`src/verilog/mips_defs.svh`:
```
`ifndef MIPS_DEFS_SVH
`define MIPS_DEFS_SVH

// Serial bit time in mips_clk cycles
`define CLKS_PER_BIT 16

// Memory depths in 32-bit words
`define IMEM_WORDS 64
`define DMEM_WORDS 16

// PC, cycle count, 32 registers and 16 memory words
`define REPORT_BYTES 200

`endif
```
`src/verilog/mips_pkg.sv`:
```
`default_nettype none

package mips_pkg;

    typedef logic [31:0] word_t;
    typedef logic [5:0]  imem_addr_t;
    typedef logic [3:0]  dmem_addr_t;
    typedef logic [4:0]  reg_idx_t;
    typedef logic [5:0]  opcode_t;
    typedef logic [5:0]  funct_t;
    typedef logic [7:0]  byte_t;

    // Debug command FSM
    typedef enum logic [2:0] {
        DBG_IDLE,
        DBG_LOAD_CNT,
        DBG_LOAD_WORD,
        DBG_RUN,
        DBG_STEP,
        DBG_REPORT,
        DBG_TX_WAIT
    } dbg_state_t;

endpackage

`default_nettype wire

```
`src/verilog/uart_tx.sv`:
```
`timescale 1ns/1ns
`default_nettype none
`include "mips_defs.svh"

module uart_tx (
    input  wire                  i_mips_clk,
    input  wire                  i_basys_reset,
    input  wire                  i_start,
    input  wire mips_pkg::byte_t i_data,
    output logic                 o_tx,
    output logic                 o_busy
);

    localparam int CNT_W = $clog2(`CLKS_PER_BIT);

    logic [9:0]       frame_q;
    logic [3:0]       bit_cnt_q;
    logic [CNT_W-1:0] clk_cnt_q;

    // Ones shift in behind the frame, so the line rests high
    assign o_tx = frame_q[0];

    always_ff @(posedge i_mips_clk or posedge i_basys_reset) begin
        if (i_basys_reset) begin
            frame_q   <= '1;
            bit_cnt_q <= '0;
            clk_cnt_q <= '0;
            o_busy    <= 1'b0;
        end else if (!o_busy) begin
            if (i_start) begin
                frame_q   <= {1'b1, i_data, 1'b0};
                bit_cnt_q <= '0;
                clk_cnt_q <= '0;
                o_busy    <= 1'b1;
            end
        end else if (clk_cnt_q == CNT_W'(`CLKS_PER_BIT - 1)) begin
            clk_cnt_q <= '0;
            frame_q   <= {1'b1, frame_q[9:1]};
            if (bit_cnt_q == 4'd9) begin
                o_busy <= 1'b0;
            end else begin
                bit_cnt_q <= bit_cnt_q + 1'b1;
            end
        end else begin
            clk_cnt_q <= clk_cnt_q + 1'b1;
        end
    end

    assert property (@(posedge i_mips_clk) disable iff (i_basys_reset)
        i_start |-> !o_busy);

endmodule

`default_nettype wire

```
`config.mk`:
```
export PLATFORM = sky130hd
export DESIGN_NAME = uart_tx
export DESIGN_NICKNAME = d
export VERILOG_FILES = /design/src/verilog/mips_pkg.sv /design/src/verilog/uart_tx.sv
export VERILOG_INCLUDE_DIRS = /design/src /design/src/verilog
export SDC_FILE = /design/constraint.sdc
export NUM_CORES = 1
export LEC_CHECK = 0
export BUFFER_PORTS_ARGS = -buffer_cell sky130_fd_sc_hd__buf_2
export CELL_PAD_IN_SITES_DETAIL_PLACEMENT = 0
export CELL_PAD_IN_SITES_GLOBAL_PLACEMENT = 1
export CORE_MARGIN = 2
export CORE_UTILIZATION = 44
export DETAILED_ROUTE_END_ITERATION = 10
export MAX_ROUTING_LAYER = met4
export PLACE_DENSITY_LB_ADDON = 0.1
export SLEW_MARGIN = 30
export SYNTH_ARGS = -nofsm -noshare
export SYNTH_HDL_FRONTEND = slang
export SYNTH_SLANG_ARGS = --single-unit
```
`constraint.sdc`:
```
create_clock -name i_mips_clk -period 2.2 [get_ports i_mips_clk]
set_clock_uncertainty 0.15 [all_clocks]
set_input_delay 0.33 -clock i_mips_clk [delete_from_list [all_inputs] [get_ports i_mips_clk]]
set_output_delay 0.33 -clock i_mips_clk [all_outputs]
set_load 0.01 [all_outputs]
```
==> qor.log <==
[routing] post-detailed-route count of antenna-violating nets 0
[timing] headroom to the max-slew limit 54.8%
[min_path] hold path endpoint frame_q[8]
[place] number of port buffers 12
[timing] share of the cycle needed by the critical path after routing 84.1%
[finish] area overhead of the layout relative to synthesis 13.5%
[routing] detailed-route wire length per cell 13.0 um
[critical_path] CP arrival 1930 ps
[die] Die W 51.5 um
[logic_synthesis] post-synthesis cell area 991 um2
[finish] post-route cell area 1120 um2
[cts] clock latency of the later-clocked register in the worst-skew pair 290 ps
[min_path] class of the most critical hold timing path primary input to flip-flop
[critical_path] highest net fanout along the worst path 7
[critical_path] delay of the slowest critical-path stage 430 ps
[flow_run] max-capacitance violation count 0
[logic_synthesis] flops & latches, synth 18
[critical_path] worst setup path startpoint clk_cnt_q[0]
[logic_synthesis] number of cells produced by synthesis 88
[critical_path] Largest delay share family, worst path multiplexers
[die] core region area 2170 um2
[power_and_ir_drop] Worst VDD drop 569 uV
[critical_path] worst-path cell with the longest stage delay sky130_fd_sc_hd__dfrtp_1
[die] I/O pins 13
[grt] pin count of the biggest net entering global routing 19
[timing] final setup violation count 0
[grt] Overflow after GRT 0
[routing] 1st-iter DRT viols 13
[routing] total via count after detailed routing 709
[power_and_ir_drop] power density normalized to cell area 1140 nW/um2
[logic_synthesis] number of synthesized flops with an enable pin 0
[status] status complete, no violations
[critical_path] reg-to-reg startpoint clk_cnt_q[0]
[finish] antenna diode instance count 0
[finish] fraction of final layout cells with drive strength greater than 1 44.2%
[critical_path] cell depth of the worst flop-to-flop path 4
[grt] wire length of the first global-routing pass 2950 um
[cts] depth of the CTS H-tree 1
[min_path] source of the worst hold timing path i_data[7]
[die] die area 2650 um2
[logic_synthesis] Mapped Avg Cell Area 11.3 um2
[critical_path] kind of launch point of the worst setup path flip-flop
[timing] f_max 541 MHz
[die] Die Ht 51.5 um
[logic_synthesis] Mapped Nets 102
[logic_synthesis] sequential-to-total area share from yosys stat 46.6%
[logic_synthesis] fraction of post-synthesis cell area in the top cell type by area 23.9%
[timing] Worst Max-Slew Pin Slew 677 ps
[cts] CTS clock-pin slew for the worst setup and hold paths 110 ps
[logic_synthesis] most area-hungry cell type in the Yosys netlist sky130_fd_sc_hd__dfstp_2
[place] gp weighted congestion 0.806
[routing] wirelength, routed 1720 um
[place] post-place instance area 1080 um2
[cts] maximum buffer depth of the clock tree 2
[critical_path] kind of capture point of the worst setup path flip-flop
[routing] DRC 0
[logic_synthesis] Distinct cells, synth 27
[power_and_ir_drop] Leak Pwr 0.493 nW
[routing] TritonRoute pass-1 iters 4
[cts] Clock Root Buffer sky130_fd_sc_hd__clkbuf_4
[grt] number of antenna violations at the first check in global routing 0
[cts] total CTS buffers 3
[timing] Total Negative Setup Slacks 0 ps
[finish] post-layout util 51.8%
[min_path] worst hold path stage count 3
[logic_synthesis] Main synth FF type sky130_fd_sc_hd__dfstp_2
[critical_path] RR Endpoint frame_q[3]
[grt] overall track demand over capacity in global routing 15.8%
[timing] Final min period 1850 ps
[logic_synthesis] largest cells by area after synthesis sky130_fd_sc_hd__dfstp_2 (24%), sky130_fd_sc_hd__dfrtp_1 (23%), sky130_fd_sc_hd__mux2_2 (17%), sky130_fd_sc_hd__ha_1 (3.8%), sky130_fd_sc_hd__nand3_1 (3.5%)
[cts] clock tree from TritonCTS yes
[routing] DR vias/cell 5.37
[timing] final number of max-transition violations 0
[critical_path] required time at the endpoint of the critical path 2280 ps
[cts] Post CTS Setup Buffer Count 0
[critical_path] crit path buf inv count 0
[place] Final HPWL DP 1230 um
[die] starting density of the core 45.7%
[critical_path] FF-to-FF setup slack 350 ps
[grt] via count of the first global-routing pass 639
[timing] hold violation total from the final report 0
[cts] CTS Sinks 18
[logic_synthesis] warnings from Yosys 0
[timing] setup repair after global routing missed its margin no
[critical_path] worst path cell trace ha_1 > and3_2 > mux2i_4 > mux2_2
[critical_path] Setup Crit Path Kind flip-flop to flip-flop
[logic_synthesis] Synth async-reset ratio 100%
[finish] nets@finish 119
[die] placement row count 17
## sequential cells by signal, indices dropped and copies added, names as in the netlist
signal / cells
bit_cnt_q: 4
clk_cnt_q: 4
frame_q: 9
o_busy: 1
## area by class of cell
type	instances	area [um2]
Fill cell	213	1040
Multi-Input combinational cell	62	488
Sequential cell	18	462
Timing Repair Buffer	15	85.1
Clock buffer	4	36.3
Tap cell	28	35.0
Inverter	5	18.8
## through the flow
step | power [mW] | hold slack (ps) | setup slack (ps) | cells
CTS | 1.30 | 164 | 324 | 132
global route | 1.40 | 171 | 249 | 132
floorplan | 0.979 | 112 | 479 | 88
finish | 1.28 | 176 | 350 | 132
global placement | 1.07 | 312 | 385 | 127
detailed placement | 1.09 | 312 | 359 | 127
## worst min-delay path: stages
cell and delay [ps]:
sky130_fd_sc_hd__buf_2 80, sky130_fd_sc_hd__a211oi_1 60, sky130_fd_sc_hd__a21oi_1 120
## cells in the final DEF, fill, tap and decap left out, drive strengths merged
cell | netlist | layout
clkbuf | 0 | 4
and3 | 1 | 1
nand4 | 1 | 1
o22ai | 1 | 1
mux2i | 1 | 1
buf | 3 | 14
a31oi | 1 | 1
dfrtp | 9 | 9
mux2 | 15 | 15
nand2 | 5 | 5
a211oi | 1 | 1
a21oi | 5 | 5
nor2 | 2 | 2
nand3 | 8 | 8
nand4b | 4 | 4
and4b | 1 | 1
nor2b | 1 | 1
ha | 3 | 3
o211ai | 1 | 1
a22o | 1 | 1
and2b | 1 | 1
o21ai | 7 | 7
dlygate4sd3 | 0 | 1
dfstp | 9 | 9
or4b | 1 | 1
nand2b | 1 | 1
inv | 5 | 5
## how the worst max path moves through the flow
stage            endpoint  slack [ps]  cells past startpoint
6_report       frame_q[3]         350                      4
5_1_grt        frame_q[1]         250                      4
4_1_cts        frame_q[3]         320                      4
3_5_place_dp   frame_q[5]         360                      4
3_3_place_gp   frame_q[2]         390                      4
2_1_floorplan  frame_q[1]         480                      4
## synth_stat cells (3+ instances only)
library cell and number:
sky130_fd_sc_hd__a21oi_1 5, sky130_fd_sc_hd__buf_4 3, sky130_fd_sc_hd__dfrtp_1 9, sky130_fd_sc_hd__dfstp_2 9
sky130_fd_sc_hd__ha_1 3, sky130_fd_sc_hd__inv_1 5, sky130_fd_sc_hd__mux2_2 15, sky130_fd_sc_hd__nand2_1 5
sky130_fd_sc_hd__nand3_1 7, sky130_fd_sc_hd__nand4b_1 4, sky130_fd_sc_hd__o21ai_0 7
## what timing repair did
action,CTS,global route
hold buffers,1,0
hold endpoints to repair,9,0
gates resized for setup,0,0
## power breakdown
part           total, mW  internal (mW)  switching [mW]
combinational      0.422          0.245           0.178
clock              0.204          0.101           0.103
sequential         0.658          0.527           0.132
## routing by layer
| metal | GRT usage [%] | vias up | part of all wire (%) |
|---|---|---|---|
| met5 | - | - | 0 |
| met4 | 7.89 | 0 | 0.82 |
| met3 | 3.51 | 2 | 2.3 |
| met2 | 20.7 | 8 | 45 |
| met1 | 22.8 | 343 | 52 |
| li1 | - | 356 | - |
## kinds of logic after synthesis
kind of cell | count (synthesis) | synth area share (%)
AOI/OAI and AO/OA | 17 | 9.72
adders and majority gates | 3 | 3.79
buffers and inverters | 8 | 4.17
DFF | 18 | 46.6
muxes | 16 | 19.3
and+or+nand+nor | 26 | 16.4
Power figures use the tool's default switching activity.
