## config.mk

```make
export PLATFORM = sky130hd
export DESIGN_NAME = uart_rx
export DESIGN_NICKNAME = d
export VERILOG_FILES = /design/src/verilog/mips_pkg.sv /design/src/verilog/uart_rx.sv
export VERILOG_INCLUDE_DIRS = /design/src /design/src/verilog
export SDC_FILE = /design/constraint.sdc
export NUM_CORES = 1
export LEC_CHECK = 0
export ABC_AREA = 1
export BUFFER_PORTS_ARGS = -buffer_cell sky130_fd_sc_hd__buf_2
export CAP_MARGIN = 15
export CELL_PAD_IN_SITES_DETAIL_PLACEMENT = 2
export CELL_PAD_IN_SITES_GLOBAL_PLACEMENT = 2
export CORE_ASPECT_RATIO = 0.9
export CORE_MARGIN = 2
export CORE_UTILIZATION = 35
export CTS_CLUSTER_DIAMETER = 120
export CTS_CLUSTER_SIZE = 10
export DETAILED_ROUTE_END_ITERATION = 16
export GPL_TIMING_DRIVEN = 0
export PLACE_DENSITY_LB_ADDON = 0.08
export SETUP_SLACK_MARGIN = 0.2
export SYNTH_ARGS = -nofsm -noshare
export SYNTH_HDL_FRONTEND = slang
export SYNTH_SLANG_ARGS = --single-unit
```

## constraint.sdc

```tcl
create_clock -name i_mips_clk -period 1.7 [get_ports i_mips_clk]
set_clock_uncertainty 0.2 [all_clocks]
set_input_delay 0.085 -clock i_mips_clk [delete_from_list [all_inputs] [get_ports i_mips_clk]]
set_output_delay 0.085 -clock i_mips_clk [all_outputs]
set_load 0.01 [all_outputs]
```

## src/verilog/mips_defs.svh

```systemverilog
`ifndef MIPS_DEFS_SVH
`define MIPS_DEFS_SVH

// Serial bit time in mips_clk cycles
`define CLKS_PER_BIT 16

// Memory depths in 32-bit words
`define IMEM_WORDS 64
`define DMEM_WORDS 16

// PC, cycle count, 32 registers and 16 memory words
`define REPORT_BYTES 200

`endif
```

## src/verilog/mips_pkg.sv

```systemverilog
`default_nettype none

package mips_pkg;

    typedef logic [31:0] word_t;
    typedef logic [5:0]  imem_addr_t;
    typedef logic [3:0]  dmem_addr_t;
    typedef logic [4:0]  reg_idx_t;
    typedef logic [5:0]  opcode_t;
    typedef logic [5:0]  funct_t;
    typedef logic [7:0]  byte_t;

    // Debug command FSM
    typedef enum logic [2:0] {
        DBG_IDLE,
        DBG_LOAD_CNT,
        DBG_LOAD_WORD,
        DBG_RUN,
        DBG_STEP,
        DBG_REPORT,
        DBG_TX_WAIT
    } dbg_state_t;

endpackage

`default_nettype wire

```

## src/verilog/uart_rx.sv

```systemverilog
`timescale 1ns/1ns
`default_nettype none
`include "mips_defs.svh"

module uart_rx (
    input  wire             i_mips_clk,
    input  wire             i_basys_reset,
    input  wire             i_rx,
    output logic            o_valid,
    output mips_pkg::byte_t o_data
);
    import mips_pkg::*;

    localparam int CNT_W = $clog2(`CLKS_PER_BIT);

    typedef enum logic [1:0] {RX_IDLE, RX_START, RX_DATA, RX_STOP} rx_state_t;

    rx_state_t        state_q;
    logic [CNT_W-1:0] clk_cnt_q;
    logic [2:0]       bit_idx_q;
    logic             rx_meta_q;
    logic             rx_sync_q;
    byte_t            shift_q;
    logic             bit_done;
    logic             half_done;

    assign bit_done  = (clk_cnt_q == CNT_W'(`CLKS_PER_BIT - 1));
    assign half_done = (clk_cnt_q == CNT_W'(`CLKS_PER_BIT / 2 - 1));
    assign o_data    = shift_q;

    always_ff @(posedge i_mips_clk or posedge i_basys_reset) begin
        if (i_basys_reset) begin
            rx_meta_q <= 1'b1;
            rx_sync_q <= 1'b1;
            state_q   <= RX_IDLE;
            clk_cnt_q <= '0;
            bit_idx_q <= '0;
            o_valid   <= 1'b0;
        end else begin
            rx_meta_q <= i_rx;
            rx_sync_q <= rx_meta_q;
            o_valid   <= 1'b0;
            clk_cnt_q <= clk_cnt_q + 1'b1;
            case (state_q)
                RX_IDLE: begin
                    clk_cnt_q <= '0;
                    if (!rx_sync_q) begin
                        state_q <= RX_START;
                    end
                end
                RX_START: begin
                    // Start bit gone by mid-bit means a glitch
                    if (half_done) begin
                        clk_cnt_q <= '0;
                        bit_idx_q <= '0;
                        state_q   <= rx_sync_q ? RX_IDLE : RX_DATA;
                    end
                end
                RX_DATA: begin
                    if (bit_done) begin
                        clk_cnt_q <= '0;
                        bit_idx_q <= bit_idx_q + 1'b1;
                        if (bit_idx_q == 3'd7) begin
                            state_q <= RX_STOP;
                        end
                    end
                end
                RX_STOP: begin
                    if (bit_done) begin
                        o_valid <= rx_sync_q;
                        state_q <= RX_IDLE;
                    end
                end
                default: state_q <= RX_IDLE;
            endcase
        end
    end

    // LSB first
    always_ff @(posedge i_mips_clk) begin
        if (state_q == RX_DATA && bit_done) begin
            shift_q <= {rx_sync_q, shift_q[7:1]};
        end
    end

    assert property (@(posedge i_mips_clk) disable iff (i_basys_reset)
        o_valid |=> !o_valid);

endmodule

`default_nettype wire

```

==> out/results.txt <==
The flow ran to the end, and the final reports show no timing, DRC or antenna violations. The tool flagged a number of max-cap violations equal to 0. The global-route congestion overflow total is 0, and the total placed instance area is 908.4 um^2. At the worst endpoint, the required time is 1.70 ns. Synthesized area per cell: 11.38 um^2. The height of the die was 49.91 um; the transition at the pin with the smallest max-transition slack was 0.4773 ns.

For the count of mapped cells out of synthesis, the log shows 72. The net count of the finished layout is 105. The number of levels in the clock H-tree is 1.

Sequential elements use 66.26% of the synthesized area. After detailed routing, the total wire length is 1851 um. The worst path arrival time came out at 1.49 ns. The cell occurring most often along the worst timing path is sky130_fd_sc_hd__ha_4.

For the worst flop-to-flop path, the logic depth is 6. The largest stage delay on the critical path came out at 0.43 ns. Counting instances in the post-synthesis netlist gives the leading cell types as 18 x sky130_fd_sc_hd__nand2_1, 10 x sky130_fd_sc_hd__dfrtp_1, 8 x sky130_fd_sc_hd__edfxtp_1, 6 x sky130_fd_sc_hd__inv_1, 5 x sky130_fd_sc_hd__nor2_1. VDD sags by at most 0.7978 mV. The tools report the placeable core region as 2202 um^2. The number of buffers on the longest clock path was 2. Setup repair after global routing could not meet its margin everywhere. After detailed routing, the average wire length per cell comes to 14.81 um. The accumulated negative setup slack was 0 ns. The startpoint of the worst-slack reg-to-reg timing path was bit_idx_q[0]$_DFFE_PP0P_.

Summed over all cells, the static leakage comes to 0.4946 nW. The via-per-instance ratio is 4.648. Sorting the synthesized cells by area gives the leading types as sky130_fd_sc_hd__dfrtp_1 31%, sky130_fd_sc_hd__edfxtp_1 29%, sky130_fd_sc_hd__nand2_1 8.2%.

The initial antenna violation count came out at 0. For this run, the top clock speed supported by timing is 0.6719 GHz. The placement row count came out at 16. The largest total area in the synthesized netlist belongs to sky130_fd_sc_hd__dfrtp_1.

The count of nets left with antenna violations after detail routing is 0. After clock tree synthesis, the clock-pin slew on the worst setup and hold paths is 0.11 ns. Counting flops and latches in the post-synthesis netlist gives 20. The commonest register cell after synthesis was sky130_fd_sc_hd__dfrtp_1. Traced cell by cell, the critical path runs through ha_4, ha_4, nand3b_1, nand3_1, nand2_1, and2_1. Insertion delay to the later sink of the worst-skew pair: 0.30 ns. The largest delay contributor family on the critical path was simple AND/OR/NAND/NOR gates. In this run the clock root is driven by a sky130_fd_sc_hd__clkbuf_4. The launch point of the worst path was bit_idx_q[0]$_DFFE_PP0P_. The total track usage came out at 16.00%. The post-route fraction of the period consumed by the critical path came out at 87.54%.

Setup violations remaining at the end of the flow were counted as 0. The final design area excluding fillers was 1102 um^2; the filler cell count in the final layout was 242. For the count of warnings emitted by yosys, the log shows 0. The initial utilization of the core area, before any placement, comes to 37.22%. The logs give 0.2118 ns for the worst-case setup margin in the final layout and 0 for the DRC violation count after routing. Die area: 2745 um^2. The critical path is of the reg2reg type. The area added between synthesis and finish works out to 34.50%. In this run the cell area of the synthesized design comes to 819.5 um^2. The tools report the final number of max-transition violations as 0.

The share of flip-flops with an asynchronous set or reset was 60.00%. The via count of the first global-routing pass came out at 628. Kind of launch point of the worst setup path: a flop. After the first detailed-routing iteration, the DRC count stood at 5. The post-synthesis net count is 78. The pre-antenna-repair detailed-routing pass consisted of 4 iterations. The peak fanout along the critical path was 2; the power density over the cells was 1213 nW/um^2. The die extent in x is 55.01 um.

Most frequently used cell type in the post-synthesis netlist: sky130_fd_sc_hd__nand2_1. The routed layout has 581 vias. For the number of endpoints with negative hold slack in the final report, the log shows 0.

The buffering stage count on the worst path with inverters included works out to 0. The tree built by TritonCTS fans out to 20 sinks. The tools report the sort of element at the end of the critical path as a flop. The wire length of the first global-routing pass is 3111 um, and the share of layout cells above drive strength 1 is 39.80%. The logs give 13 for the largest net degree at the start of global routing and 68.14% for the remaining max-slew budget at the tightest pin.

The netlist uses 22 different library cells. In this run the tool buffered the top-level ports with 11 buffer cells. The antenna diode instance count was 0; the post-layout minimum cycle time was 1.488 ns. Routability-driven placement finished with a final weighted congestion of 0.7316.

The tools report the post-detailed-placement half-perimeter wirelength as 1141 um. The setup check on the worst reg-to-reg path leaves a slack of 0.21 ns. Among all stages on the critical path, the largest delay is contributed by sky130_fd_sc_hd__dfrtp_1. Counting the buffers created by CTS gives 3. The tools report the worst reg2reg path endpoint as state_q[0]$_DFFE_PP0P_. The total stage count of the critical path works out to 6. The path class of the tightest hold or removal check is in2async. The number of synthesized flops with an enable pin came out at 8.

Following the worst setup path forward leads to its endpoint at state_q[0]$_DFFE_PP0P_. The number of top-level pins is 12, and the fraction of post-synthesis cell area in the top cell type by area is 30.53%. The run gives 0.03583 ns as the setup slack after placement.

TritonCTS built the clock tree.
per-stage QoR:
stage,total power [mW],hold slack (ns),std cells,utilization (%)
6_report,1.337,0.1398,125,50.06
5_1_grt,1.440,0.1714,125,50.06
4_1_cts,1.259,0.1410,121,47.50
3_5_place_dp,0.9101,-0.07661,110,41.25
3_3_place_gp,0.8923,-0.07923,110,41.25
2_1_floorplan,0.8338,-0.2517,72,-
flip-flops by register name, summed over array words and instances, names as in the netlist, named ones only:
signal     cells
state_q        1
o_valid        1
bit_idx_q      3
rx_meta_q      1
o_data         8
rx_sync_q      1
clk_cnt_q      4
what timing repair did:
item                                   4_1_cts  5_1_grt
setup endpoints to repair                   13       16
buffers inserted                             5        4
endpoints found under the hold margin       13        0
gates resized for setup                      8        6
hold buffers                                 2        0
pin swaps                                    8        3
layout make-up:
cell class	instances	area, um^2	area share, %
flip-flops and latches	20	544.3	49.38
multi-input cells	44	307.8	27.92
repair buffers	22	150.1	13.62
clock buffers	4	36.28	3.292
well taps	27	33.78	3.065
inverters	8	30.03	2.724
layer usage:
| layer | up-vias | global-route usage, % | routed length (um) |
|---|---|---|---|
| li1 | 287 | - | - |
| met1 | 283 | 22.03 | 840 |
| met2 | 9 | 24.01 | 938 |
| met3 | 2 | 6.364 | 61 |
| met4 | 0 | 2.439 | 11 |
| met5 | - | 0 | 0 |
cell usage in the layout, fill, tap and decap left out, drive strengths merged:
cell type,count
and2,1
buf,20
clkbuf,4
dfrtp,10
dfstp,2
dlygate4sd3,2
edfxtp,8
ha,3
inv,8
nand2,19
nand3,5
nand3b,1
nand4,1
nor2,7
nor3,2
o21ai,3
or2,1
xor2,1
power breakdown:
part           switching, mW  internal [mW]  total, mW
combinational          0.204          0.190      0.394
sequential             0.102          0.569      0.671
clock                  0.141          0.130      0.272
tightest hold or removal path: stages:
cell	delay, ns
sky130_fd_sc_hd__dlygate4sd3_1	0.54
sky130_fd_sc_hd__buf_2	0.12
sky130_fd_sc_hd__inv_1	0.35
worst min-delay path by stage:
stage,startpoint,to,depth (start not counted)
floorplan,i_basys_reset,asynchronous set/reset pin,1
global placement,i_basys_reset,clk_cnt_q[0]$_DFF_PP0_,2
detailed placement,i_basys_reset,clk_cnt_q[0]$_DFF_PP0_,2
CTS,i_basys_reset,clk_cnt_q[3]$_DFF_PP0_,3
global route,rx_meta_q$_DFF_PP1_,rx_sync_q$_DFF_PP1_,0
finish,i_basys_reset,clk_cnt_q[3]$_DFF_PP0_,3
cell families after synthesis:
kind of cell | synth area share, %
DFF | 66.26
adders and majority gates | 4.581
AOI/OAI and AO/OA | 2.290
xor gates and xnor gates | 1.069
buffers and inverters | 3.664
and+or+nand+nor | 22.14
(Power assumes the default switching activity.)
