===== src/verilog/mips_defs.svh =====
`ifndef MIPS_DEFS_SVH
`define MIPS_DEFS_SVH

// Serial bit time in mips_clk cycles
`define CLKS_PER_BIT 16

// Memory depths in 32-bit words
`define IMEM_WORDS 64
`define DMEM_WORDS 16

// PC, cycle count, 32 registers and 16 memory words
`define REPORT_BYTES 200

`endif

===== src/verilog/mips_pkg.sv =====
`default_nettype none

package mips_pkg;

    typedef logic [31:0] word_t;
    typedef logic [5:0]  imem_addr_t;
    typedef logic [3:0]  dmem_addr_t;
    typedef logic [4:0]  reg_idx_t;
    typedef logic [5:0]  opcode_t;
    typedef logic [5:0]  funct_t;
    typedef logic [7:0]  byte_t;

    // Debug command FSM
    typedef enum logic [2:0] {
        DBG_IDLE,
        DBG_LOAD_CNT,
        DBG_LOAD_WORD,
        DBG_RUN,
        DBG_STEP,
        DBG_REPORT,
        DBG_TX_WAIT
    } dbg_state_t;

endpackage

`default_nettype wire


===== src/verilog/mips_dbg_if.sv =====
`timescale 1ns/1ns
`default_nettype none

interface mips_dbg_if;
    import mips_pkg::*;

    // Debug unit to core
    logic       exec_en;
    logic       core_clear;
    logic       imem_wr;
    imem_addr_t imem_addr;
    word_t      imem_data;
    reg_idx_t   reg_sel;
    dmem_addr_t mem_sel;

    // Core to debug unit
    logic       halted;
    word_t      pc;
    word_t      cycles;
    word_t      reg_data;
    word_t      mem_data;

    modport dbg (
        output exec_en, core_clear, imem_wr, imem_addr, imem_data, reg_sel, mem_sel,
        input  halted, pc, cycles, reg_data, mem_data
    );

    modport core (
        input  exec_en, core_clear, imem_wr, imem_addr, imem_data, reg_sel, mem_sel,
        output halted, pc, cycles, reg_data, mem_data
    );

endinterface

`default_nettype wire


===== src/verilog/debug_unit.sv =====
`timescale 1ns/1ns
`default_nettype none
`include "mips_defs.svh"

module debug_unit (
    input  wire                  i_mips_clk,
    input  wire                  i_basys_reset,
    input  wire                  i_rx_valid,
    input  wire mips_pkg::byte_t i_rx_data,
    input  wire                  i_tx_busy,
    output logic                 o_tx_start,
    output mips_pkg::byte_t      o_tx_data,
    mips_dbg_if.dbg              dbg
);
    import mips_pkg::*;

    localparam int    CNT_W    = $clog2(`IMEM_WORDS) + 1;
    localparam byte_t CMD_LOAD = 8'h4C;
    localparam byte_t CMD_RUN  = 8'h52;
    localparam byte_t CMD_STEP = 8'h53;

    dbg_state_t       state_q;
    logic [CNT_W-1:0] word_cnt_q;
    imem_addr_t       word_idx_q;
    logic [1:0]       byte_sel_q;
    word_t            word_buf_q;
    logic [7:0]       rpt_idx_q;
    logic [5:0]       rpt_word;
    word_t            rpt_data;
    logic             rpt_last;
    logic             last_word;

    assign last_word = (({1'b0, word_idx_q} + 1'b1) == word_cnt_q);
    assign rpt_last  = (rpt_idx_q == 8'(`REPORT_BYTES - 1));

    always_ff @(posedge i_mips_clk or posedge i_basys_reset) begin
        if (i_basys_reset) begin
            state_q        <= DBG_IDLE;
            word_cnt_q     <= '0;
            word_idx_q     <= '0;
            byte_sel_q     <= '0;
            rpt_idx_q      <= '0;
            dbg.imem_wr    <= 1'b0;
            dbg.core_clear <= 1'b0;
        end else begin
            dbg.imem_wr    <= 1'b0;
            dbg.core_clear <= 1'b0;
            // Advance past the word just written
            if (dbg.imem_wr) begin
                word_idx_q <= word_idx_q + 1'b1;
            end
            case (state_q)
                DBG_IDLE: begin
                    if (i_rx_valid) begin
                        case (i_rx_data)
                            CMD_LOAD: state_q <= DBG_LOAD_CNT;
                            CMD_RUN:  state_q <= DBG_RUN;
                            CMD_STEP: state_q <= DBG_STEP;
                            default:  state_q <= DBG_IDLE;
                        endcase
                    end
                end
                DBG_LOAD_CNT: begin
                    if (i_rx_valid) begin
                        word_cnt_q <= i_rx_data[CNT_W-1:0];
                        word_idx_q <= '0;
                        byte_sel_q <= '0;
                        if (i_rx_data == '0 || i_rx_data > 8'(`IMEM_WORDS)) begin
                            state_q <= DBG_IDLE;
                        end else begin
                            state_q <= DBG_LOAD_WORD;
                        end
                    end
                end
                DBG_LOAD_WORD: begin
                    if (i_rx_valid) begin
                        byte_sel_q <= byte_sel_q + 1'b1;
                        if (byte_sel_q == 2'd3) begin
                            dbg.imem_wr    <= 1'b1;
                            dbg.core_clear <= 1'b1;
                            if (last_word) begin
                                state_q <= DBG_IDLE;
                            end
                        end
                    end
                end
                DBG_RUN: begin
                    if (dbg.halted) begin
                        rpt_idx_q <= '0;
                        state_q   <= DBG_REPORT;
                    end
                end
                DBG_STEP: begin
                    rpt_idx_q <= '0;
                    state_q   <= DBG_REPORT;
                end
                DBG_REPORT: state_q <= DBG_TX_WAIT;
                DBG_TX_WAIT: begin
                    if (!i_tx_busy) begin
                        if (rpt_last) begin
                            state_q <= DBG_IDLE;
                        end else begin
                            rpt_idx_q <= rpt_idx_q + 1'b1;
                            state_q   <= DBG_REPORT;
                        end
                    end
                end
                default: state_q <= DBG_IDLE;
            endcase
        end
    end

    // Words arrive LSB first
    always_ff @(posedge i_mips_clk) begin
        if (state_q == DBG_LOAD_WORD && i_rx_valid) begin
            word_buf_q <= {i_rx_data, word_buf_q[31:8]};
        end
    end

    assign dbg.imem_addr = word_idx_q;
    assign dbg.imem_data = word_buf_q;
    assign dbg.exec_en   = (state_q == DBG_RUN || state_q == DBG_STEP) && !dbg.halted;

    //////////////////////////////
    // Report byte select
    //////////////////////////////
    // Word 0 PC, 1 count, 2..33 registers, 34..49 memory
    assign rpt_word    = rpt_idx_q[7:2];
    assign dbg.reg_sel = reg_idx_t'(rpt_word - 6'd2);
    assign dbg.mem_sel = dmem_addr_t'(rpt_word - 6'd34);

    always_comb begin
        if (rpt_word == 6'd0) begin
            rpt_data = dbg.pc;
        end else if (rpt_word == 6'd1) begin
            rpt_data = dbg.cycles;
        end else if (rpt_word < 6'd34) begin
            rpt_data = dbg.reg_data;
        end else begin
            rpt_data = dbg.mem_data;
        end
    end

    assign o_tx_data  = rpt_data[8*rpt_idx_q[1:0] +: 8];
    assign o_tx_start = (state_q == DBG_REPORT);

    // Each report byte goes to an idle transmitter that takes it
    assert property (@(posedge i_mips_clk) disable iff (i_basys_reset)
        o_tx_start |-> !i_tx_busy ##1 i_tx_busy);

endmodule

`default_nettype wire


===== src/flat_wrapper.sv =====
// flat-port wrapper written by rule: the top's interface ports become plain ports
module debug_unit_flat import mips_pkg::*;
  (i_mips_clk, i_basys_reset, i_rx_valid, i_rx_data, i_tx_busy, o_tx_start, o_tx_data, dbg_exec_en, dbg_core_clear, dbg_imem_wr, dbg_imem_addr, dbg_imem_data, dbg_reg_sel, dbg_mem_sel, dbg_halted, dbg_pc, dbg_cycles, dbg_reg_data, dbg_mem_data);
  mips_dbg_if dbg_i ();
  input  wire i_mips_clk;
  input  wire i_basys_reset;
  input  wire i_rx_valid;
  input  wire mips_pkg::byte_t i_rx_data;
  input  wire i_tx_busy;
  output logic o_tx_start;
  output mips_pkg::byte_t o_tx_data;
  output wire logic [$bits(dbg_i.exec_en)-1:0] dbg_exec_en;
  output wire logic [$bits(dbg_i.core_clear)-1:0] dbg_core_clear;
  output wire logic [$bits(dbg_i.imem_wr)-1:0] dbg_imem_wr;
  output wire logic [$bits(dbg_i.imem_addr)-1:0] dbg_imem_addr;
  output wire logic [$bits(dbg_i.imem_data)-1:0] dbg_imem_data;
  output wire logic [$bits(dbg_i.reg_sel)-1:0] dbg_reg_sel;
  output wire logic [$bits(dbg_i.mem_sel)-1:0] dbg_mem_sel;
  input wire logic [$bits(dbg_i.halted)-1:0] dbg_halted;
  input wire logic [$bits(dbg_i.pc)-1:0] dbg_pc;
  input wire logic [$bits(dbg_i.cycles)-1:0] dbg_cycles;
  input wire logic [$bits(dbg_i.reg_data)-1:0] dbg_reg_data;
  input wire logic [$bits(dbg_i.mem_data)-1:0] dbg_mem_data;
  assign dbg_exec_en = dbg_i.exec_en;
  assign dbg_core_clear = dbg_i.core_clear;
  assign dbg_imem_wr = dbg_i.imem_wr;
  assign dbg_imem_addr = dbg_i.imem_addr;
  assign dbg_imem_data = dbg_i.imem_data;
  assign dbg_reg_sel = dbg_i.reg_sel;
  assign dbg_mem_sel = dbg_i.mem_sel;
  assign dbg_i.halted = dbg_halted;
  assign dbg_i.pc = dbg_pc;
  assign dbg_i.cycles = dbg_cycles;
  assign dbg_i.reg_data = dbg_reg_data;
  assign dbg_i.mem_data = dbg_mem_data;
  debug_unit u_core (.i_mips_clk(i_mips_clk), .i_basys_reset(i_basys_reset), .i_rx_valid(i_rx_valid), .i_rx_data(i_rx_data), .i_tx_busy(i_tx_busy), .o_tx_start(o_tx_start), .o_tx_data(o_tx_data), .dbg(dbg_i));
endmodule

===== config.mk =====
export PLATFORM = sky130hd
export DESIGN_NAME = debug_unit_flat
export DESIGN_NICKNAME = d
export VERILOG_FILES = /design/src/verilog/mips_pkg.sv /design/src/verilog/mips_dbg_if.sv /design/src/verilog/debug_unit.sv /design/src/flat_wrapper.sv
export VERILOG_INCLUDE_DIRS = /design/src /design/src/verilog
export SDC_FILE = /design/constraint.sdc
export NUM_CORES = 1
export LEC_CHECK = 0
export ABC_AREA = 1
export BUFFER_PORTS_ARGS = -buffer_cell sky130_fd_sc_hd__buf_4
export CORE_UTILIZATION = 51
export DETAILED_ROUTE_END_ITERATION = 8
export GPL_ROUTABILITY_DRIVEN = 0
export PLACE_DENSITY = 0.87
export SYNTH_ARGS = -nofsm -noshare
export SYNTH_HDL_FRONTEND = slang
export SYNTH_SLANG_ARGS = --single-unit
export TNS_END_PERCENT = 10

===== constraint.sdc =====
create_clock -name i_mips_clk -period 5.36 [get_ports i_mips_clk]
set_clock_uncertainty 0.2 [all_clocks]
set_input_delay 0.268 -clock i_mips_clk [delete_from_list [all_inputs] [get_ports i_mips_clk]]
set_output_delay 0.268 -clock i_mips_clk [all_outputs]
set_load 0.03 [all_outputs]

==> flow_summary.json, run 1 <==
{
  "wirelength_mm": 14.3,
  "fin_tns_setup_ps": 0,
  "cp.required_ps": 4890,
  "p_per_area_nw_per_um2": 276,
  "finalMaxSlewViolations": 0,
  "cts_sinks": 59,
  "n_antenna_cell": 0,
  "cpMaxStageDelayCell": "dfrtp_1",
  "grt_max_degree": 65,
  "vdd_drop_max_mv": 0.267,
  "min_period_ps": 3250,
  "die_x_um": 92.5,
  "hp-class": "input pin to async pin",
  "synth_top_area_share_pct": 23.0,
  "timing.rr.start": "u_core.rpt_idx_q[0]",
  "synth_cell_types": 34,
  "regToRegSetupSlack_ps": 2450,
  "yosysSeqAreaShare_pct": 39.2,
  "drt_iter0_drc": 397,
  "cts_buffers": 9,
  "yosysTopAreaCell": "edfxtp_1",
  "crit_buf_inv": 2,
  "period_share_pct": 60.6,
  "fmax_ghz": 0.308,
  "worstRegToRegCells": 6,
  "cpPeakStageDelay_ps": 1110,
  "ys_top_cells_by_area": "edfxtp_1 (23%), dfrtp_1 (16%), nand3_1 (14%)",
  "avgSynthCellArea_um2": 6.97,
  "rr_endpoint": "u_core.rpt_idx_q[7]",
  "nNetsFinal": 930,
  "hold_ws_ps": -16.1,
  "antenna_found_initial": 0,
  "rsz0062_at_grt": "false",
  "antenna_left": 0,
  "drt-wirelength-per-cell_um": 16.0,
  "htreeDepth": 3,
  "die_h_um": 92.5,
  "start_util_pct": 53.5,
  "drive_above_1_share_pct": 30.2,
  "regArea_um2": 1640,
  "clk_pin_slew_ps": 70,
  "drc": 0,
  "cts_root_buf": "clkbuf_8",
  "rows": 32,
  "syn-num-nets": 745,
  "crit_family": "flip-flops",
  "power.total_uw": 1620,
  "final_common_cell": "buf_4",
  "cts_resized": 0,
  "cp-start-kind": "register",
  "grt_pass1_wl_mm": 22.4,
  "final_cell_mix": "buf_4 (200), nand2_1 (134), nand3_1 (119)",
  "vias_per_cell": 5.48,
  "clock_latency_ps": 340,
  "setup_viol": 0,
  "cts_tree": "built",
  "end_kind": "primary output",
  "ys_ff_latch": 59,
  "grt-ovfl-total": 0,
  "dr.pass1.iters": 5,
  "hold_viol_final": 27,
  "syn_area_um2": 4170,
  "dp_hpwl_mm": 10.4,
  "crit_chain": "inv_2, nor2_1, nand2_1, nand3_1, nand3_1, nand2_1, buf_4",
  "design.core.area_um2": 7810,
  "grt_pass1_vias": 4567,
  "synthToLayoutAreaGrowth_pct": 40.7,
  "syn_inst": 599,
  "critical_path_class": "register to primary output",
  "leakage_uw": 0.00297,
  "crit_arrival_ps": 2780,
  "die_area_um2": 8550,
  "fillCellCount": 598,
  "port_buffers": 199,
  "slew_headroom_pct": 19.8,
  "via_count": 4883,
  "ys_warn_count": 0,
  "tightest_slew_ps": 1200,
  "status": "complete, but fails checks",
  "track_usage_pct": 33.5,
  "violations": "negative hold slack",
  "max_cap_violations": 0,
  "io_pins": 200,
  "crit_path_max_fanout": 35,
  "multiInputGateArea_um2": 2140,
  "clk_path_buf_depth": 2
}
[final cells by class]
type                       instances  share of cell area (%)
clock buffer                      10                    2.17
clock inverter                     6                    1.13
inverter                          48                    3.07
multi-input combinational        457                    36.5
sequential                        59                    27.9
tap                              102                    2.17
timing repair buffer             209                    27.1
[worst register-to-register path, cell delays in order (launching register included)]
cell	delay [ps]
dfrtp_1	1110
inv_2	560
nor3_2	340
nand4_1	140
or2_2	300
nand4_1	80
o21ai_1	60
[worst max path at each step]
stage / cells past startpoint / slack, ps / from / to
2_1_floorplan: 4 / 3110 / u_core.rpt_idx_q[3] / dbg_reg_sel[3]
3_3_place_gp: 7 / 2620 / u_core.rpt_idx_q[0] / o_tx_data[2]
3_5_place_dp: 6 / 2510 / u_core.rpt_idx_q[0] / u_core.rpt_idx_q[7]
4_1_cts: 7 / 2170 / u_core.rpt_idx_q[0] / o_tx_data[6]
5_1_grt: 7 / 1860 / u_core.rpt_idx_q[0] / o_tx_data[5]
6_report: 7 / 2110 / u_core.rpt_idx_q[0] / o_tx_data[6]
[synth_stat cells]
library cell / number
a211oi_1: 1
a21oi_1: 6
a22o_1: 1
buf_2: 7
buf_4: 12
buf_6: 4
clkbuf_1: 12
clkinv_1: 1
dfrtp_1: 27
edfxtp_1: 32
ha_1: 5
inv_1: 40
inv_2: 7
nand2_1: 134
nand2_2: 1
nand2_4: 4
nand3_1: 119
nand3_4: 1
nand3b_1: 4
nand4_1: 7
nor2_1: 116
nor2_2: 1
nor2_4: 1
nor2_8: 1
nor3_1: 6
nor3_2: 1
nor4_1: 1
o211ai_1: 1
o21ai_0: 33
o21ai_1: 2
o21ai_2: 4
o21bai_1: 1
or2_2: 2
xor2_1: 4
[metal layers]
layer	track usage (%)	share of wire, %
met4	11.3	3.0
met1	40.9	37
met2	57.3	51
met5	0	0
met3	8.62	8.9
[logic make-up (layout without fill, tap and decap cells)]
logic type | count (synthesis) | in the layout | synth area share, %
buf+inv | 83 | 273 | 9.47
compound gates | 49 | 49 | 6.51
flops | 59 | 59 | 39.2
simple gates | 399 | 399 | 42.5
xor+xnor | 4 | 4 | 0.839
fa+ha+maj | 5 | 5 | 1.50
[registers in the layout, indices dropped and copies added (netlist names)]
| signal | count |
|---|---|
| u_core.rpt_idx_q | 8 |
| u_core.byte_sel_q | 2 |
| u_core.dbg.core_clear | 1 |
| u_core.word_cnt_q | 7 |
| u_core.dbg.imem_addr | 6 |
| u_core.state_q | 3 |
| u_core.dbg.imem_data | 32 |
[through the flow]
step	cell area (um^2)	setup WS [ps]	util [%]	instances
2_1_floorplan	4170	3110	-	599
3_3_place_gp	5590	2620	71.6	866
3_5_place_dp	5590	2510	71.6	866
4_1_cts	5870	2170	75.2	891
5_1_grt	5870	1860	75.2	891
6_report	5870	2110	75.2	891
[repair_timing]
action                                  4_1_cts  5_1_grt
setup buffers                                 0        0
endpoints found under the hold margin        13        0
hold buffers                                  9        0
endpoints found under the setup margin        0        0
[power by group]
group          internal, uW  switching [uW]
Combinational           273             386
Clock                   214             183
Sequential              507            60.0
No activity file was read; power rests on OpenSTA's default activity.
==> inputs of run 2 (changes only) <==
--- a/config.mk
+++ b/config.mk
@@ -8,10 +8,10 @@
 export LEC_CHECK = 0
 export ABC_AREA = 1
 export BUFFER_PORTS_ARGS = -buffer_cell sky130_fd_sc_hd__buf_4
-export CORE_UTILIZATION = 51
+export CORE_UTILIZATION = 47
 export DETAILED_ROUTE_END_ITERATION = 8
 export GPL_ROUTABILITY_DRIVEN = 0
-export PLACE_DENSITY = 0.87
+export PLACE_DENSITY = 0.81
 export SYNTH_ARGS = -nofsm -noshare
 export SYNTH_HDL_FRONTEND = slang
 export SYNTH_SLANG_ARGS = --single-unit
==> constraint.sdc (replaced) <==
create_clock -name i_mips_clk -period 3.4 [get_ports i_mips_clk]
set_clock_uncertainty 0.2 [all_clocks]
set_input_delay 0.17 -clock i_mips_clk [delete_from_list [all_inputs] [get_ports i_mips_clk]]
set_output_delay 0.17 -clock i_mips_clk [all_outputs]
set_load 0.03 [all_outputs]
==> run 2 against run 1 <==
  * The flow now finishes without violations
  * Sequential share of layout area is 0.30 points lower
  * Non-clock buffer count grew 5
  * Register-to-register slack got worse by 1500 ps
  * Routed wire length shrank 1.3%
  * Global-route usage fell by 4.7 points
  * Final cell count increased by 1.2%
  * Clock power increased by 67%
  * Critical path type unchanged
  * Highest routed layer unchanged
==> flow_summary.json, run 2 (synthesized netlist as in run 1, its figures left out) <==
{
  "drt-wirelength-per-cell_um": 15.6,
  "crit_buf_inv": 2,
  "synthToLayoutAreaGrowth_pct": 42.2,
  "design.core.area_um2": 8680,
  "track_usage_pct": 28.8,
  "grt_pass1_vias": 4192,
  "cpMaxStageDelayCell": "nand3_4",
  "die_h_um": 96.2,
  "drc": 0,
  "timing.rr.start": "u_core.rpt_idx_q[1]",
  "vdd_drop_max_mv": 0.333,
  "grt_pass1_wl_mm": 20.2,
  "cts_buffers": 9,
  "crit_path_max_fanout": 64,
  "placed_cell_area_um2": 5620,
  "cts_sinks": 59,
  "cpPeakStageDelay_ps": 510,
  "cts_tree": "built",
  "clk_pin_slew_ps": 70,
  "hold_viol_final": 0,
  "drt_iter0_drc": 345,
  "port_buffers": 199,
  "vias_per_cell": 5.44,
  "n_antenna_cell": 0,
  "via_count": 4905,
  "period_share_pct": 86.6,
  "finalMaxSlewViolations": 0,
  "min_period_ps": 2940,
  "clk_path_buf_depth": 2,
  "clock_latency_ps": 330,
  "dr.pass1.iters": 8,
  "die_x_um": 96.2,
  "end_kind": "primary output",
  "wirelength_mm": 14.1,
  "largest_reg_flops": 32,
  "setup_viol": 0,
  "antenna_found_initial": 0,
  "start_util_pct": 48.1,
  "slew_headroom_pct": 28.6,
  "final_cell_mix": "buf_4 (203), nand2_1 (134), nand3_1 (119)",
  "cp-startpoint": "u_core.rpt_idx_q[5]",
  "leakage_uw": 0.00300,
  "antenna_left": 0,
  "internal_power_uw": 1580,
  "share_comb_of_total_power_pct": 40.7,
  "io_pins": 200,
  "fin_area_um2": 5940,
  "cts_root_buf": "clkbuf_8",
  "p_clk_share_pct": 25.5,
  "crit_arrival_ps": 2570,
  "cp.required_ps": 3030,
  "worstHoldStart": "dbg_halted",
  "cpMostUsedCell": "nand3_1",
  "drive_above_1_share_pct": 30.5,
  "cp-start-kind": "register",
  "crit_chain": "inv_2, nand2_4, nor2_8, nand3_4, nand3_1, nand2_1, nand3_1, nand3_1, nand2_1, buf_4",
  "grt-ovfl-total": 0,
  "swShare_pct": 39.1,
  "hp-class": "input pin to register",
  "grt_max_degree": 65,
  "critical_path_class": "register to primary output",
  "rsz0062_at_grt": "false",
  "final_common_cell": "buf_4",
  "power_switching_uw": 1020,
  "tightest_slew_ps": 1070,
  "die_area_um2": 9260,
  "nNetsFinal": 935,
  "p_per_area_nw_per_um2": 438,
  "dp_hpwl_mm": 10.4,
  "htreeDepth": 3,
  "crit_family": "simple AND/OR/NAND/NOR gates",
  "rows": 34,
  "status": "finished clean",
  "max_cap_violations": 0,
  "fin_tns_setup_ps": 0,
  "fmax_ghz": 0.340,
  "p_seq_share_pct": 33.8
}
run 2: cell count changes in the layout (fill, tap and decap cells not counted):
cell | previous run | this run
buf_4 | 200 | 203
inv_6 | 0 | 3
clkinvlp_4 | 3 | 1
dlygate4sd3_1 | 9 | 11
clkbuf_1 | 1 | 0
clkinv_2 | 1 | 0
inv_8 | 0 | 1
run 2: worst paths after layout:
path / end / slack (ps) / cells past startpoint
worst max-delay path: o_tx_data[3] / 460 / 10
worst min-delay path: u_core.rpt_idx_q[3] / 210 / 6
worst max register to register: u_core.rpt_idx_q[4] / 930 / 10
worst min register to register: u_core.dbg.imem_data[21] / 250 / 0
max in group asynchronous: u_core.rpt_idx_q[0] / 1890 / 3
min in group asynchronous: u_core.dbg.imem_addr[3] / 460 / 3
run 2: repair_timing:
item,CTS,global route
buffers inserted,0,0
hold endpoints to repair,44,0
gates resized for setup,0,0
hold buffers,11,0
run 2: power groups by stage:
stage / Sequential [uW] / Combinational [uW] / Clock, uW
6_report: 878 / 1060 / 664
5_1_grt: 886 / 1150 / 700
4_1_cts: 875 / 1050 / 677
3_5_place_dp: 889 / 1030 / 0
3_3_place_gp: 887 / 1010 / 0
2_1_floorplan: 866 / 713 / 0
run 2: layer usage:
metal  part of all wire, %  track usage (%)
met5                     0                0
met4                   3.2             11.9
met3                   9.4             6.71
met2                    47             46.4
met1                    41             37.0
run 2: worst min-delay path: cells and delay by family:
kind,cells,cell delay [ps]
AO/OA/AOI/OAI,1,100
buffers and inverters,2,200
AND/OR/NAND/NOR,3,220
run 2: metrics by stage:
step	util [%]	hold slack, ps	cells	power [uW]	worst slack, ps
global route	68.4	232	902	2740	222
finish	68.4	206	902	2600	456
detailed placement	64.7	162	875	1920	844
floorplan	-	22.7	599	1580	1250
CTS	68.4	186	902	2600	480
global placement	64.7	162	875	1900	907
run 2: layout make-up:
class                           count  area [um^2]
Clock buffer                        9          124
Clock inverter                      7         83.8
Fill cell                         735         2740
Inverter                           48          180
Multi-Input combinational cell    457         2140
Sequential cell                    59         1640
Tap cell                          108          135
Timing Repair Buffer              214         1630
